### src/verilog/xfer_pkg.sv
package xfer_pkg;

  // ------------------------------------------------------------------------
  // blocks and bursts
  // ------------------------------------------------------------------------
  typedef logic [6:0] words_t;  // 1..64 words per block or burst

  localparam int MAX_BLOCK_WORDS = 64;

  // bursts never cross this boundary
  localparam int PAGE_BYTES = 4096;

  // executor queue depth, also the scheduler's starting credits
  localparam int CMD_CREDITS = 2;

endpackage

### src/verilog/desc_pkg.sv
package desc_pkg;

  // ------------------------------------------------------------------------
  // descriptor table
  // ------------------------------------------------------------------------
  localparam int NUM_SLOTS = 8;

  typedef logic [2:0]  slot_t;
  typedef logic [63:0] desc_t;
  typedef logic [21:0] len_t;   // remaining length in words
  typedef logic [31:0] addr_t;  // byte address

  // stored descriptor layout, other bits read as zero
  localparam int ACTIVE_BIT = 63;
  localparam int IRQ_EN_BIT = 62;
  localparam int LEN_HI     = 55;
  localparam int LEN_LO     = 34;
  localparam int ADDR_HI    = 31;

  // byte length as written by the cpu
  localparam int CPU_LEN_HI = 55;
  localparam int CPU_LEN_LO = 32;
  localparam int CPU_LEN_W  = 24;

endpackage
### src/verilog/dma_ifs.sv
`timescale 1ns/1ps

// one access port into the descriptor table
interface table_port_if
  import desc_pkg::*;
();
  logic  req;
  logic  we;
  slot_t addr;
  desc_t wdata;
  logic  gnt;    // single cycle, combinational from req
  desc_t rdata;  // valid the cycle after gnt

  modport requester (output req, we, addr, wdata, input gnt, rdata);
  modport arbiter (input req, we, addr, wdata, output gnt, rdata);
endinterface

// block hand-off from scheduler to executor, credit based
interface blk_cmd_if
  import desc_pkg::*;
  import xfer_pkg::*;
();
  logic   valid;
  addr_t  addr;
  words_t words;
  slot_t  slot;
  logic   credit_ret;

  modport source (output valid, addr, words, slot, input credit_ret);
  modport sink (input valid, addr, words, slot, output credit_ret);
endinterface

### src/verilog/dma_sched_top.sv
`timescale 1ns/1ps

module dma_sched_top (
  input  logic        CLK,
  input  logic        RST,
  input  logic        cpu_rd,
  input  logic        cpu_wr,
  input  logic [2:0]  cpu_addr,
  input  logic [63:0] cpu_wdata,
  output logic        cpu_ack,
  output logic [63:0] cpu_rdata,
  output logic        mv_valid,
  output logic [31:0] mv_addr,
  output logic [6:0]  mv_words,
  output logic [2:0]  mv_slot,
  input  logic        mv_ready,
  output logic        irq,
  output logic [2:0]  irq_slot
);

  table_port_if cpu_tbl ();
  table_port_if sched_tbl ();
  blk_cmd_if    blk_cmd ();

  cpu_port u_cpu_port (
    .CLK(CLK), .RST(RST), .rd(cpu_rd), .wr(cpu_wr), .addr(cpu_addr),
    .wdata(cpu_wdata), .ack(cpu_ack), .rdata(cpu_rdata), .tbl(cpu_tbl)
  );

  desc_table_arb u_table (.CLK(CLK), .RST(RST), .cpu(cpu_tbl), .sched(sched_tbl));

  block_scheduler u_sched (
    .CLK(CLK), .RST(RST), .tbl(sched_tbl), .cmd(blk_cmd), .irq(irq), .irq_slot(irq_slot)
  );

  block_executor u_exec (
    .CLK(CLK), .RST(RST), .cmd(blk_cmd), .mv_valid(mv_valid), .mv_addr(mv_addr),
    .mv_words(mv_words), .mv_slot(mv_slot), .mv_ready(mv_ready)
  );

endmodule

### src/verilog/block_executor.sv
`timescale 1ns/1ps

module block_executor
  import desc_pkg::*;
  import xfer_pkg::*;
(
  input  logic     CLK,
  input  logic     RST,
  blk_cmd_if.sink  cmd,
  output logic     mv_valid,
  output addr_t    mv_addr,
  output words_t   mv_words,
  output slot_t    mv_slot,
  input  logic     mv_ready
);

  typedef logic [$clog2(CMD_CREDITS)-1:0]   qptr_t;
  typedef logic [$clog2(CMD_CREDITS+1)-1:0] qcnt_t;

  addr_t  q_addr [CMD_CREDITS];
  words_t q_words [CMD_CREDITS];
  slot_t  q_slot [CMD_CREDITS];
  qptr_t  wr_ptr;
  qptr_t  rd_ptr;
  qcnt_t  count;
  logic   second;  // remainder burst after a page split
  logic   fits;
  logic   accept;
  logic   last_acc;
  addr_t  page_off;
  addr_t  room_bytes;
  words_t first_words;

  // ------------------------------------------------------------------------
  // page split of the head block
  // ------------------------------------------------------------------------
  assign page_off = q_addr[rd_ptr] & addr_t'(PAGE_BYTES - 1);
  assign room_bytes = addr_t'(PAGE_BYTES) - page_off;
  assign fits = addr_t'(q_words[rd_ptr]) <= (room_bytes >> 2);
  assign first_words = fits ? q_words[rd_ptr] : words_t'(room_bytes >> 2);

  assign mv_valid = (count != '0);
  assign mv_addr = second ? q_addr[rd_ptr] + room_bytes : q_addr[rd_ptr];
  assign mv_words = second ? q_words[rd_ptr] - first_words : first_words;
  assign mv_slot = q_slot[rd_ptr];

  assign accept = mv_valid && mv_ready;
  assign last_acc = accept && (second || fits);
  assign cmd.credit_ret = last_acc;

  always_ff @(posedge CLK)
  begin
    if (!RST)
    begin
      wr_ptr <= '0;
      rd_ptr <= '0;
      count <= '0;
      second <= 1'b0;
    end
    else
    begin
      if (cmd.valid)
        wr_ptr <= (wr_ptr == qptr_t'(CMD_CREDITS - 1)) ? '0 : wr_ptr + 1'b1;
      if (last_acc)
        rd_ptr <= (rd_ptr == qptr_t'(CMD_CREDITS - 1)) ? '0 : rd_ptr + 1'b1;
      count <= count + qcnt_t'(cmd.valid) - qcnt_t'(last_acc);
      if (accept)
        second <= !second && !fits;
    end
  end

  // never full, the credits see to that
  always_ff @(posedge CLK)
  begin
    if (cmd.valid)
    begin
      q_addr[wr_ptr] <= cmd.addr;
      q_words[wr_ptr] <= cmd.words;
      q_slot[wr_ptr] <= cmd.slot;
    end
  end

endmodule

### src/verilog/block_scheduler.sv
`timescale 1ns/1ps

module block_scheduler
  import desc_pkg::*;
  import xfer_pkg::*;
(
  input  logic            CLK,
  input  logic            RST,
  table_port_if.requester tbl,
  blk_cmd_if.source       cmd,
  output logic            irq,
  output slot_t           irq_slot
);

  typedef enum logic [2:0] {S_IDLE, S_READ, S_WAIT, S_EVAL, S_WRITE} state_t;
  typedef logic [$clog2(CMD_CREDITS+1)-1:0] credit_t;

  state_t  state;
  slot_t   slot_ptr;
  credit_t credits;
  logic    irq_pend;
  desc_t   desc_r;
  desc_t   wb_desc;
  len_t    rem_len;
  len_t    next_len;
  words_t  blk_words;
  addr_t   next_addr;

  assign tbl.req = (state == S_READ) || (state == S_WRITE);
  assign tbl.we = (state == S_WRITE);
  assign tbl.addr = slot_ptr;

  // ------------------------------------------------------------------------
  // block cut and descriptor update
  // ------------------------------------------------------------------------
  assign rem_len = desc_r[LEN_HI:LEN_LO];
  assign blk_words = (rem_len > len_t'(MAX_BLOCK_WORDS)) ? words_t'(MAX_BLOCK_WORDS)
                                                         : words_t'(rem_len);
  assign next_len = rem_len - len_t'(blk_words);
  assign next_addr = desc_r[ADDR_HI:0] + addr_t'({blk_words, 2'b00});

  always_comb
  begin
    wb_desc = desc_r;
    wb_desc[ACTIVE_BIT] = (next_len != '0);
    wb_desc[LEN_HI:LEN_LO] = next_len;
    wb_desc[ADDR_HI:0] = next_addr;
  end

  // ------------------------------------------------------------------------
  // slot walk
  // ------------------------------------------------------------------------
  always_ff @(posedge CLK)
  begin
    if (!RST)
    begin
      state <= S_IDLE;
      slot_ptr <= '0;
      credits <= credit_t'(CMD_CREDITS);
      cmd.valid <= 1'b0;
      irq_pend <= 1'b0;
      irq <= 1'b0;
      irq_slot <= '0;
    end
    else
    begin
      cmd.valid <= 1'b0;
      irq <= 1'b0;
      case (state)
        S_IDLE:
          if (credits != '0)  // no credit, no read
            state <= S_READ;
        S_READ:
          if (tbl.gnt)
            state <= S_WAIT;
        S_WAIT:
          state <= S_EVAL;
        S_EVAL:
          if (desc_r[ACTIVE_BIT])
          begin
            cmd.valid <= (rem_len != '0);
            irq_pend <= desc_r[IRQ_EN_BIT] && (next_len == '0);
            state <= S_WRITE;
          end
          else
          begin
            slot_ptr <= slot_ptr + 1'b1;
            state <= S_IDLE;
          end
        S_WRITE:
          if (tbl.gnt)
          begin
            irq <= irq_pend;
            irq_slot <= slot_ptr;
            slot_ptr <= slot_ptr + 1'b1;
            state <= S_IDLE;
          end
        default:
          state <= S_IDLE;
      endcase

      case ({cmd.valid, cmd.credit_ret})
        2'b10: credits <= credits - 1'b1;
        2'b01: credits <= credits + 1'b1;
        default: ;
      endcase
    end
  end

  always_ff @(posedge CLK)
  begin
    if (state == S_WAIT)
      desc_r <= tbl.rdata;
    if (state == S_EVAL)
    begin
      tbl.wdata <= wb_desc;
      cmd.addr <= desc_r[ADDR_HI:0];
      cmd.words <= blk_words;
      cmd.slot <= slot_ptr;
    end
  end

endmodule

### src/verilog/desc_table_arb.sv
`timescale 1ns/1ps

module desc_table_arb
  import desc_pkg::*;
(
  input  logic          CLK,
  input  logic          RST,
  table_port_if.arbiter cpu,
  table_port_if.arbiter sched
);

  desc_t mem [NUM_SLOTS];
  logic  last_cpu;  // cpu got the previous grant
  logic  cpu_win;

  // round robin, the port not granted last time wins a tie
  assign cpu_win = cpu.req && (!sched.req || !last_cpu);
  assign cpu.gnt = cpu_win;
  assign sched.gnt = sched.req && !cpu_win;

  always_ff @(posedge CLK)
  begin
    if (!RST)
    begin
      for (int i = 0; i < NUM_SLOTS; i++)
        mem[i] <= '0;
      last_cpu <= 1'b0;
    end
    else
    begin
      if (cpu.gnt)
        last_cpu <= 1'b1;
      else if (sched.gnt)
        last_cpu <= 1'b0;

      if (cpu.gnt && cpu.we)
        mem[cpu.addr] <= cpu.wdata;
      if (sched.gnt && sched.we)
        mem[sched.addr] <= sched.wdata;
    end
  end

  // read data holds until the next read grant on the same port
  always_ff @(posedge CLK)
  begin
    if (cpu.gnt && !cpu.we)
      cpu.rdata <= mem[cpu.addr];
    if (sched.gnt && !sched.we)
      sched.rdata <= mem[sched.addr];
  end

endmodule

### src/verilog/cpu_port.sv
`timescale 1ns/1ps

module cpu_port
  import desc_pkg::*;
(
  input  logic            CLK,
  input  logic            RST,
  input  logic            rd,
  input  logic            wr,
  input  slot_t           addr,
  input  desc_t           wdata,
  output logic            ack,
  output desc_t           rdata,
  table_port_if.requester tbl
);

  logic                 busy;
  logic                 rd_wait;
  logic [CPU_LEN_W-1:0] cpu_len;
  len_t                 cpu_words;
  desc_t                norm;

  assign cpu_len = wdata[CPU_LEN_HI:CPU_LEN_LO];
  assign cpu_words = cpu_len[CPU_LEN_W-1:2] + len_t'(|cpu_len[1:0]);  // round up

  always_comb
  begin
    norm = '0;
    norm[ACTIVE_BIT] = wdata[ACTIVE_BIT];
    norm[IRQ_EN_BIT] = wdata[IRQ_EN_BIT];
    norm[LEN_HI:LEN_LO] = cpu_words;
    norm[ADDR_HI:0] = {wdata[ADDR_HI:2], 2'b00};  // word aligned
  end

  always_ff @(posedge CLK)
  begin
    if (!RST)
    begin
      tbl.req <= 1'b0;
      busy <= 1'b0;
      rd_wait <= 1'b0;
      ack <= 1'b0;
    end
    else
    begin
      ack <= rd_wait;
      rd_wait <= 1'b0;
      if (!busy && (rd || wr))
      begin
        tbl.req <= 1'b1;
        busy <= 1'b1;
      end
      else if (tbl.gnt)
      begin
        tbl.req <= 1'b0;
        ack <= tbl.we;       // writes ack right away
        rd_wait <= !tbl.we;  // reads wait for rdata
      end
      if (ack)
        busy <= 1'b0;
    end
  end

  always_ff @(posedge CLK)
  begin
    if (!busy)
    begin
      tbl.we <= wr;
      tbl.addr <= addr;
      tbl.wdata <= norm;
    end
    if (rd_wait)
      rdata <= tbl.rdata;
  end

endmodule

### config.mk
export PLATFORM = sky130hd
export DESIGN_NAME = dma_sched_top
export DESIGN_NICKNAME = d
export VERILOG_FILES = /design/src/verilog/xfer_pkg.sv /design/src/verilog/desc_pkg.sv /design/src/verilog/dma_ifs.sv /design/src/verilog/dma_sched_top.sv /design/src/verilog/block_executor.sv /design/src/verilog/block_scheduler.sv /design/src/verilog/desc_table_arb.sv /design/src/verilog/cpu_port.sv
export SDC_FILE = /design/constraint.sdc
export NUM_CORES = 1
export LEC_CHECK = 0
export ABC_CLOCK_PERIOD_IN_PS = 17600
export BUFFER_PORTS_ARGS = -buffer_cell sky130_fd_sc_hd__buf_2
export CAP_MARGIN = 20
export CORE_MARGIN = 2
export CORE_UTILIZATION = 60
export CTS_CLUSTER_SIZE = 40
export DETAILED_ROUTE_END_ITERATION = 8
export PLACE_DENSITY = 0.83
export SYNTH_ARGS = -nofsm -noshare
export SYNTH_HDL_FRONTEND = slang
export SYNTH_SLANG_ARGS = --single-unit
### constraint.sdc
create_clock -name CLK -period 17.6 [get_ports CLK]
set_input_delay 0 -clock CLK [delete_from_list [all_inputs] [get_ports CLK]]
set_output_delay 0 -clock CLK [all_outputs]
set_load 0.01 [all_outputs]
Word-level counts from Yosys, hierarchy flattened
Memory sizes are Yosys's and may differ from the RTL's. A register that Yosys moved wholly into a read port is not among the register bits.
Cells that the tools add are included.
{ "word_totals": {"in_bits": 72, "mem_count": 4, "output_inout_bits": 112, "register_bits": 316, "elab_cells": 142, "ramBits": 596} }
{ "op_classes": {"magnitude_cmp": 2, "bitwise": 2, "n_addsub": 13, "reduce_logical": 44, "n_eq_ne": 10, "n_mux": 42} }
{ "mem_list": {"columns": ["name", "words", "width", "read_ports", "rd_ports_with_merged_regs", "write_ports", "line", "text"], "rows": [
  ["u_table.mem", 8, 64, 2, 2, 8, "desc_table_arb.sv:12", "desc_t mem [NUM_SLOTS];"],
  ["u_exec.q_addr", 2, 32, 1, 1, 1, "block_executor.sv:20", "addr_t q_addr [CMD_CREDITS];"],
  ["u_exec.q_words", 2, 7, 1, 1, 1, "block_executor.sv:21", "words_t q_words [CMD_CREDITS];"],
  ["u_exec.q_slot", 2, 3, 1, 1, 1, "block_executor.sv:22", "slot_t q_slot [CMD_CREDITS];"]
]} }
{ "op_table": {"columns": ["op", "count"], "rows": [
  ["$mux W64", 2],
  ["$reduce_or A64 Y1", 2],
  ["$reduce_bool A22 Y1", 2],
  ["$add A32 B32 Y32", 1],
  ["$add A32 B9 Y32", 1],
  ["$mux W32", 1],
  ["$le A7 B30 Y1", 1],
  ["$mux W1", 25],
  ["$mux W3", 8],
  ["$add A22 B1 Y22", 1],
  ["$gt A22 B7 Y1 const B", 1],
  ["$logic_not A22 Y1", 1],
  ["$sub A22 B7 Y22", 1],
  ["$mux W7", 3],
  ["$pmux W3 S5", 1],
  ["$sub A13 B12 Y14 const A", 1],
  ["$reduce_and A3 Y1", 4],
  ["$reduce_bool A2 Y1", 6],
  ["$logic_and A1 B1 Y1", 11],
  ["$logic_not A1 Y1", 8],
  ["$sub A7 B7 Y7", 1],
  ["$eq A3 B2 Y1 const B", 2],
  ["$ne A2 B2 Y1 const B", 3],
  ["$pmux W3 S2", 1],
  ["other kinds (18)", 25]
]} }

Depth between registers and ports, before layout
{ "logic_depth": {"word_depth": 13, "depth_mapped": 26, "ltp_nobuf": 20} }

Modules after synthesis
From an unflattened synthesis, not the netlist that was laid out.
{ "unflattened": {"cells_unflattened": 3066, "area_unflattened_um2": 49226.0} }
{ "by_module_without_submodules": {"columns": ["mod", "instances", "cells_each", "seq_area_each_um2", "area_each_um2"], "rows": [
  ["desc_table_arb", 1, 1924, 19238.5, 32306.0],
  ["block_scheduler", 1, 450, 5325.1, 7154.4],
  ["block_executor", 1, 488, 2642.5, 5461.5],
  ["cpu_port", 1, 204, 3743.6, 4304.1]
]} }

Worst setup path before layout
OpenSTA, ideal clock, no wires.
{ "synth_timing": {"path_kind": "reg2reg", "start": "register u_sched.state[1]", "end": "register u_sched.desc_r[0], enable pin", "setup_ns": 0.578, "setup_slack_ns": 11.737, "path_stages_with_launch": 3, "path_buffers": 1, "arrival_time_ns": 5.286, "required_time_ns": 17.022, "synth_period_minus_slack_ns": 5.863, "path_cell_list": "dfxtp_1 -> clkbuf_1 -> nor3b_1"} }
{ "synth_via": {"elab_chain_cells": 1} }
{ "synth_lines": {"columns": ["item", "line", "text"], "rows": [
  ["from (decl)", "block_scheduler.sv:18", "state_t state;"],
  ["from (signal assigned)", "block_scheduler.sv:57", "state <= S_IDLE;"],
  ["from (signal assigned)", "block_scheduler.sv:72", "state <= S_READ;"],
  ["from (signal assigned)", "block_scheduler.sv:75", "state <= S_WAIT;"],
  ["$eq A3 B2 Y1", "block_scheduler.sv:112", "if (state == S_WAIT)"],
  ["to (signal assigned)", "block_scheduler.sv:113", "desc_r <= tbl.rdata;"],
  ["to (decl)", "block_scheduler.sv:22", "desc_t desc_r;"]
]} }
No other way between the ends.
A chain may end at the register's enable or synchronous reset.

==> results.md <==
* Post-synth ARST share at 0
* Initial cell density of the core at 0.608
* Root buf cell: clkbuf_16
* Pin slew with the least headroom to its limit at 1.21 ns
* Longest Clk Path Bufs at 3
* Commonest non-fill, non-tap cell in the layout: edfxtp_1
* Cell count after synthesis at 2906
* Type of the worst min-delay path: input pin to register
* Via density at 6.48
* Inst Count DP at 3987
* Hpwl dp at 64.2 mm
* Largest family of logic cells by synthesized area: multiplexers
* First-pass GRT wire length at 168 mm
* Die height at 282 um
* Synth Area in Compound Gates at 0.0203
* Antenna diodes at 0
* Leading cell types in the layout, fill and taps excluded: 1014 x edfxtp_1, 576 x nor2_1, 256 x mux4_2
* Max_cap viols at 0
* Syn. warnings at 0
* Core Rows at 101
* Share of post-route cells with drive strength above 1 at 0.251
* Synth Area in XOR/XNOR at 0.0220
* Worst Path Arrival at 7.78 ns
* Nets at 3250
* Kind of critical path: register to output pin
* Status: complete, no violations
* DRC Markers at 0
* Iter 0 DRT Violations at 3543
* Synth cell types at 79
* Total power at 5.52 mW
* Main synth FF type: edfxtp_1
* I/O pin total at 184
* Clock transition at path regs at 0.06 ns
* Antenna Nets Post-Route at 0
* Tcrit/Tclk final at 0.442
* H-tree depth at 3
* Syn avg cell area at 15.9 sq um
* Post-synth EDFFs at 1014
* Worst-path fanout max at 62
* CP startpoint kind: register
* CTS buffer count at 98
* Post-synthesis register bit count at 1039
* Mean routed wirelength per cell at 26.7 um
* Minimum clock period after layout at 7.78 ns
* RSZ-0062 raised after global routing: false
* Clock latency at the later pin of the worst-skew pair at 0.67 ns
* Register area share after synthesis at 0.670
* Post-synthesis mux area share at 0.177
* Setup TNS Final at 0 ns
* Rel. slew slack at 0.195
* Pins Over Slew Limit at 0
* Pwr/cell area at 106 mW/mm^2
* Core Box Area at 0.0761 sq mm
* Drt pass-1 iters at 8
* Post-synthesis cell area at 0.0462 sq mm
* Critical Path RT at 17.60 ns
* Post-CTS Resized at 0
* Static leakage at 18.2 nW
* Vias in the first global route at 28463
* PortBufs at 175
* CP Capture Type: output pin
* Achievable Freq at 129 MHz
* Setup violators final at 0
* Initial antenna violation count at 1
* Syn_nets at 3017
* Die area at 0.0793 sq mm
* Final WL at 113 mm
* Final Hold Viols at 0
* Worst IR drop on VDD at 0.0688 mV
* Largest net degree at the start of global routing at 74
* Layout Skew at 0.0175 ns
* Post-synthesis adder-cell area fraction at 0.0109
* Die W at 282 um
* GRT overflow at 0
* Gpl congestion at 0.919
* P&R area growth vs syn at 13.0%
* Aggregate global-route resource usage at 0.289
* CTS Sinks at 1039
* Vias post-DR at 27506
* Simple-gate portion of the synthesized area at 0.0827
* TritonCTS clock tree: done
* Final Non-Filler Cells at 4248
==> synth_stat cells (all sizes together) (6+ instances only) <==
library cell / instances / area [sq um]
edfxtp: 1014 / 30400
nor2: 579 / 2180
mux4: 256 / 5770
mux2: 138 / 1550
clkbuf: 117 / 439
nand2: 108 / 405
mux2i: 85 / 867
xnor2: 74 / 648
buf: 47 / 189
inv: 46 / 173
xor2: 42 / 368
nand3: 40 / 200
ha: 37 / 463
o21ai: 33 / 165
a21oi: 31 / 166
dfxtp: 25 / 500
nor3: 21 / 110
and2: 20 / 125
nor2b: 20 / 125
and3: 15 / 93.8
or3: 15 / 98.8
nor4: 11 / 81.3
nand2b: 10 / 62.6
nand4: 9 / 56.3
a21boi: 8 / 60.1
o21a: 6 / 45.0
o22ai: 6 / 37.5
or4: 6 / 52.6
==> where the power goes <==
group | internal, mW | total, mW | switching, mW
clock | 1.19 | 2.09 | 0.906
sequential | 2.84 | 2.91 | 0.0641
combinational | 0.215 | 0.514 | 0.299
total | 4.25 | 5.52 | 1.27
==> layout make-up <==
cell class | instances | area (sq um)
clock buffers | 114 | 2510
clock inverters | 65 | 643
well taps | 1030 | 1290
fillers | 4790 | 23800
flip-flops and latches | 1039 | 31000
repair buffers | 297 | 2080
inverters | 47 | 179
multi-input cells | 1656 | 14600
==> worst max-delay path, stage by stage (launching register included) <==
cell,delay (ns)
dfxtp_2,0.53
buf_4,0.61
or3b_1,0.46
a222oi_1,0.95
and2_1,0.28
ha_1,0.33
ha_1,0.36
nand4_1,0.14
o221ai_1,0.24
nand3_1,0.42
inv_1,0.46
nand2_1,0.09
o21ai_1,0.14
inv_1,0.09
fa_1,0.52
nor2_1,0.19
a211oi_1,0.10
o311ai_1,0.15
a31o_2,0.26
mux2i_1,0.08
nor4_1,0.46
buf_2,0.23
==> what timing repair did <==
| action | in CTS | in global routing |
|---|---|---|
| hold endpoints to repair | 82 | 0 |
| hold buffers | 79 | 0 |
| buffers inserted | 0 | 0 |
==> per-stage QoR <==
| stage | util | hold WS [ns] | worst slack (ns) | instance area, sq um |
|---|---|---|---|---|
| after floorplan | - | 0.0989 | 11.74 | 46200 |
| after CTS | 0.686 | 0.0251 | 9.83 | 52200 |
| after global placement | 0.633 | 0.180 | 10.62 | 48200 |
| after global routing | 0.687 | 0.0362 | 9.23 | 52300 |
| after detailed placement | 0.634 | 0.178 | 10.56 | 48200 |
| final | 0.687 | 0.0457 | 9.82 | 52300 |
==> final timing paths <==
check | startpoint | to | slack [ns] | depth (start not counted)
worst max-delay path | register | mv_words[6] | 9.82 | 21
worst min-delay path | cpu_wdata[3] | u_cpu_port.tbl.wdata[3] | 0.05 | 2
worst max register to register | register | u_exec.count[1] | 11.30 | 18
worst min register to register | u_table.sched.rdata[59] | u_sched.desc_r[59] | 0.41 | 0
==> routing by layer <==
metal	global-route usage	wire length, um
met1	0.360	39500
met2	0.504	58500
met3	0.0455	11100
met4	0.127	4310
met5	0	0
==> cells by family after synthesis <==
family / count (synthesis)
AO/OA/AOI/OAI: 138
XOR/XNOR: 116
adder cells (fa/ha/maj): 39
buffers and inverters: 211
flip-flops: 1039
multiplexers: 479
other: 1
AND/OR/NAND/NOR: 883
==> flip-flops by register name, summed over array words and instances (netlist names), 2 cells and up, named ones only <==
name / flops
u_exec.q_slot: 6
u_sched.state: 3
u_table.cpu.rdata: 64
u_sched.credits: 2
u_sched.tbl.addr: 3
u_sched.desc_r: 64
u_sched.irq_slot: 3
u_sched.cmd.words: 7
u_table.mem: 512
u_exec.q_addr: 64
u_cpu_port.rdata: 64
u_table.sched.rdata: 64
u_cpu_port.tbl.wdata: 54
u_cpu_port.tbl.addr: 3
u_exec.count: 2
u_exec.q_words: 14
u_sched.cmd.addr: 32
u_sched.tbl.wdata: 62
u_sched.cmd.slot: 3
Power figures use the tool's default switching activity.
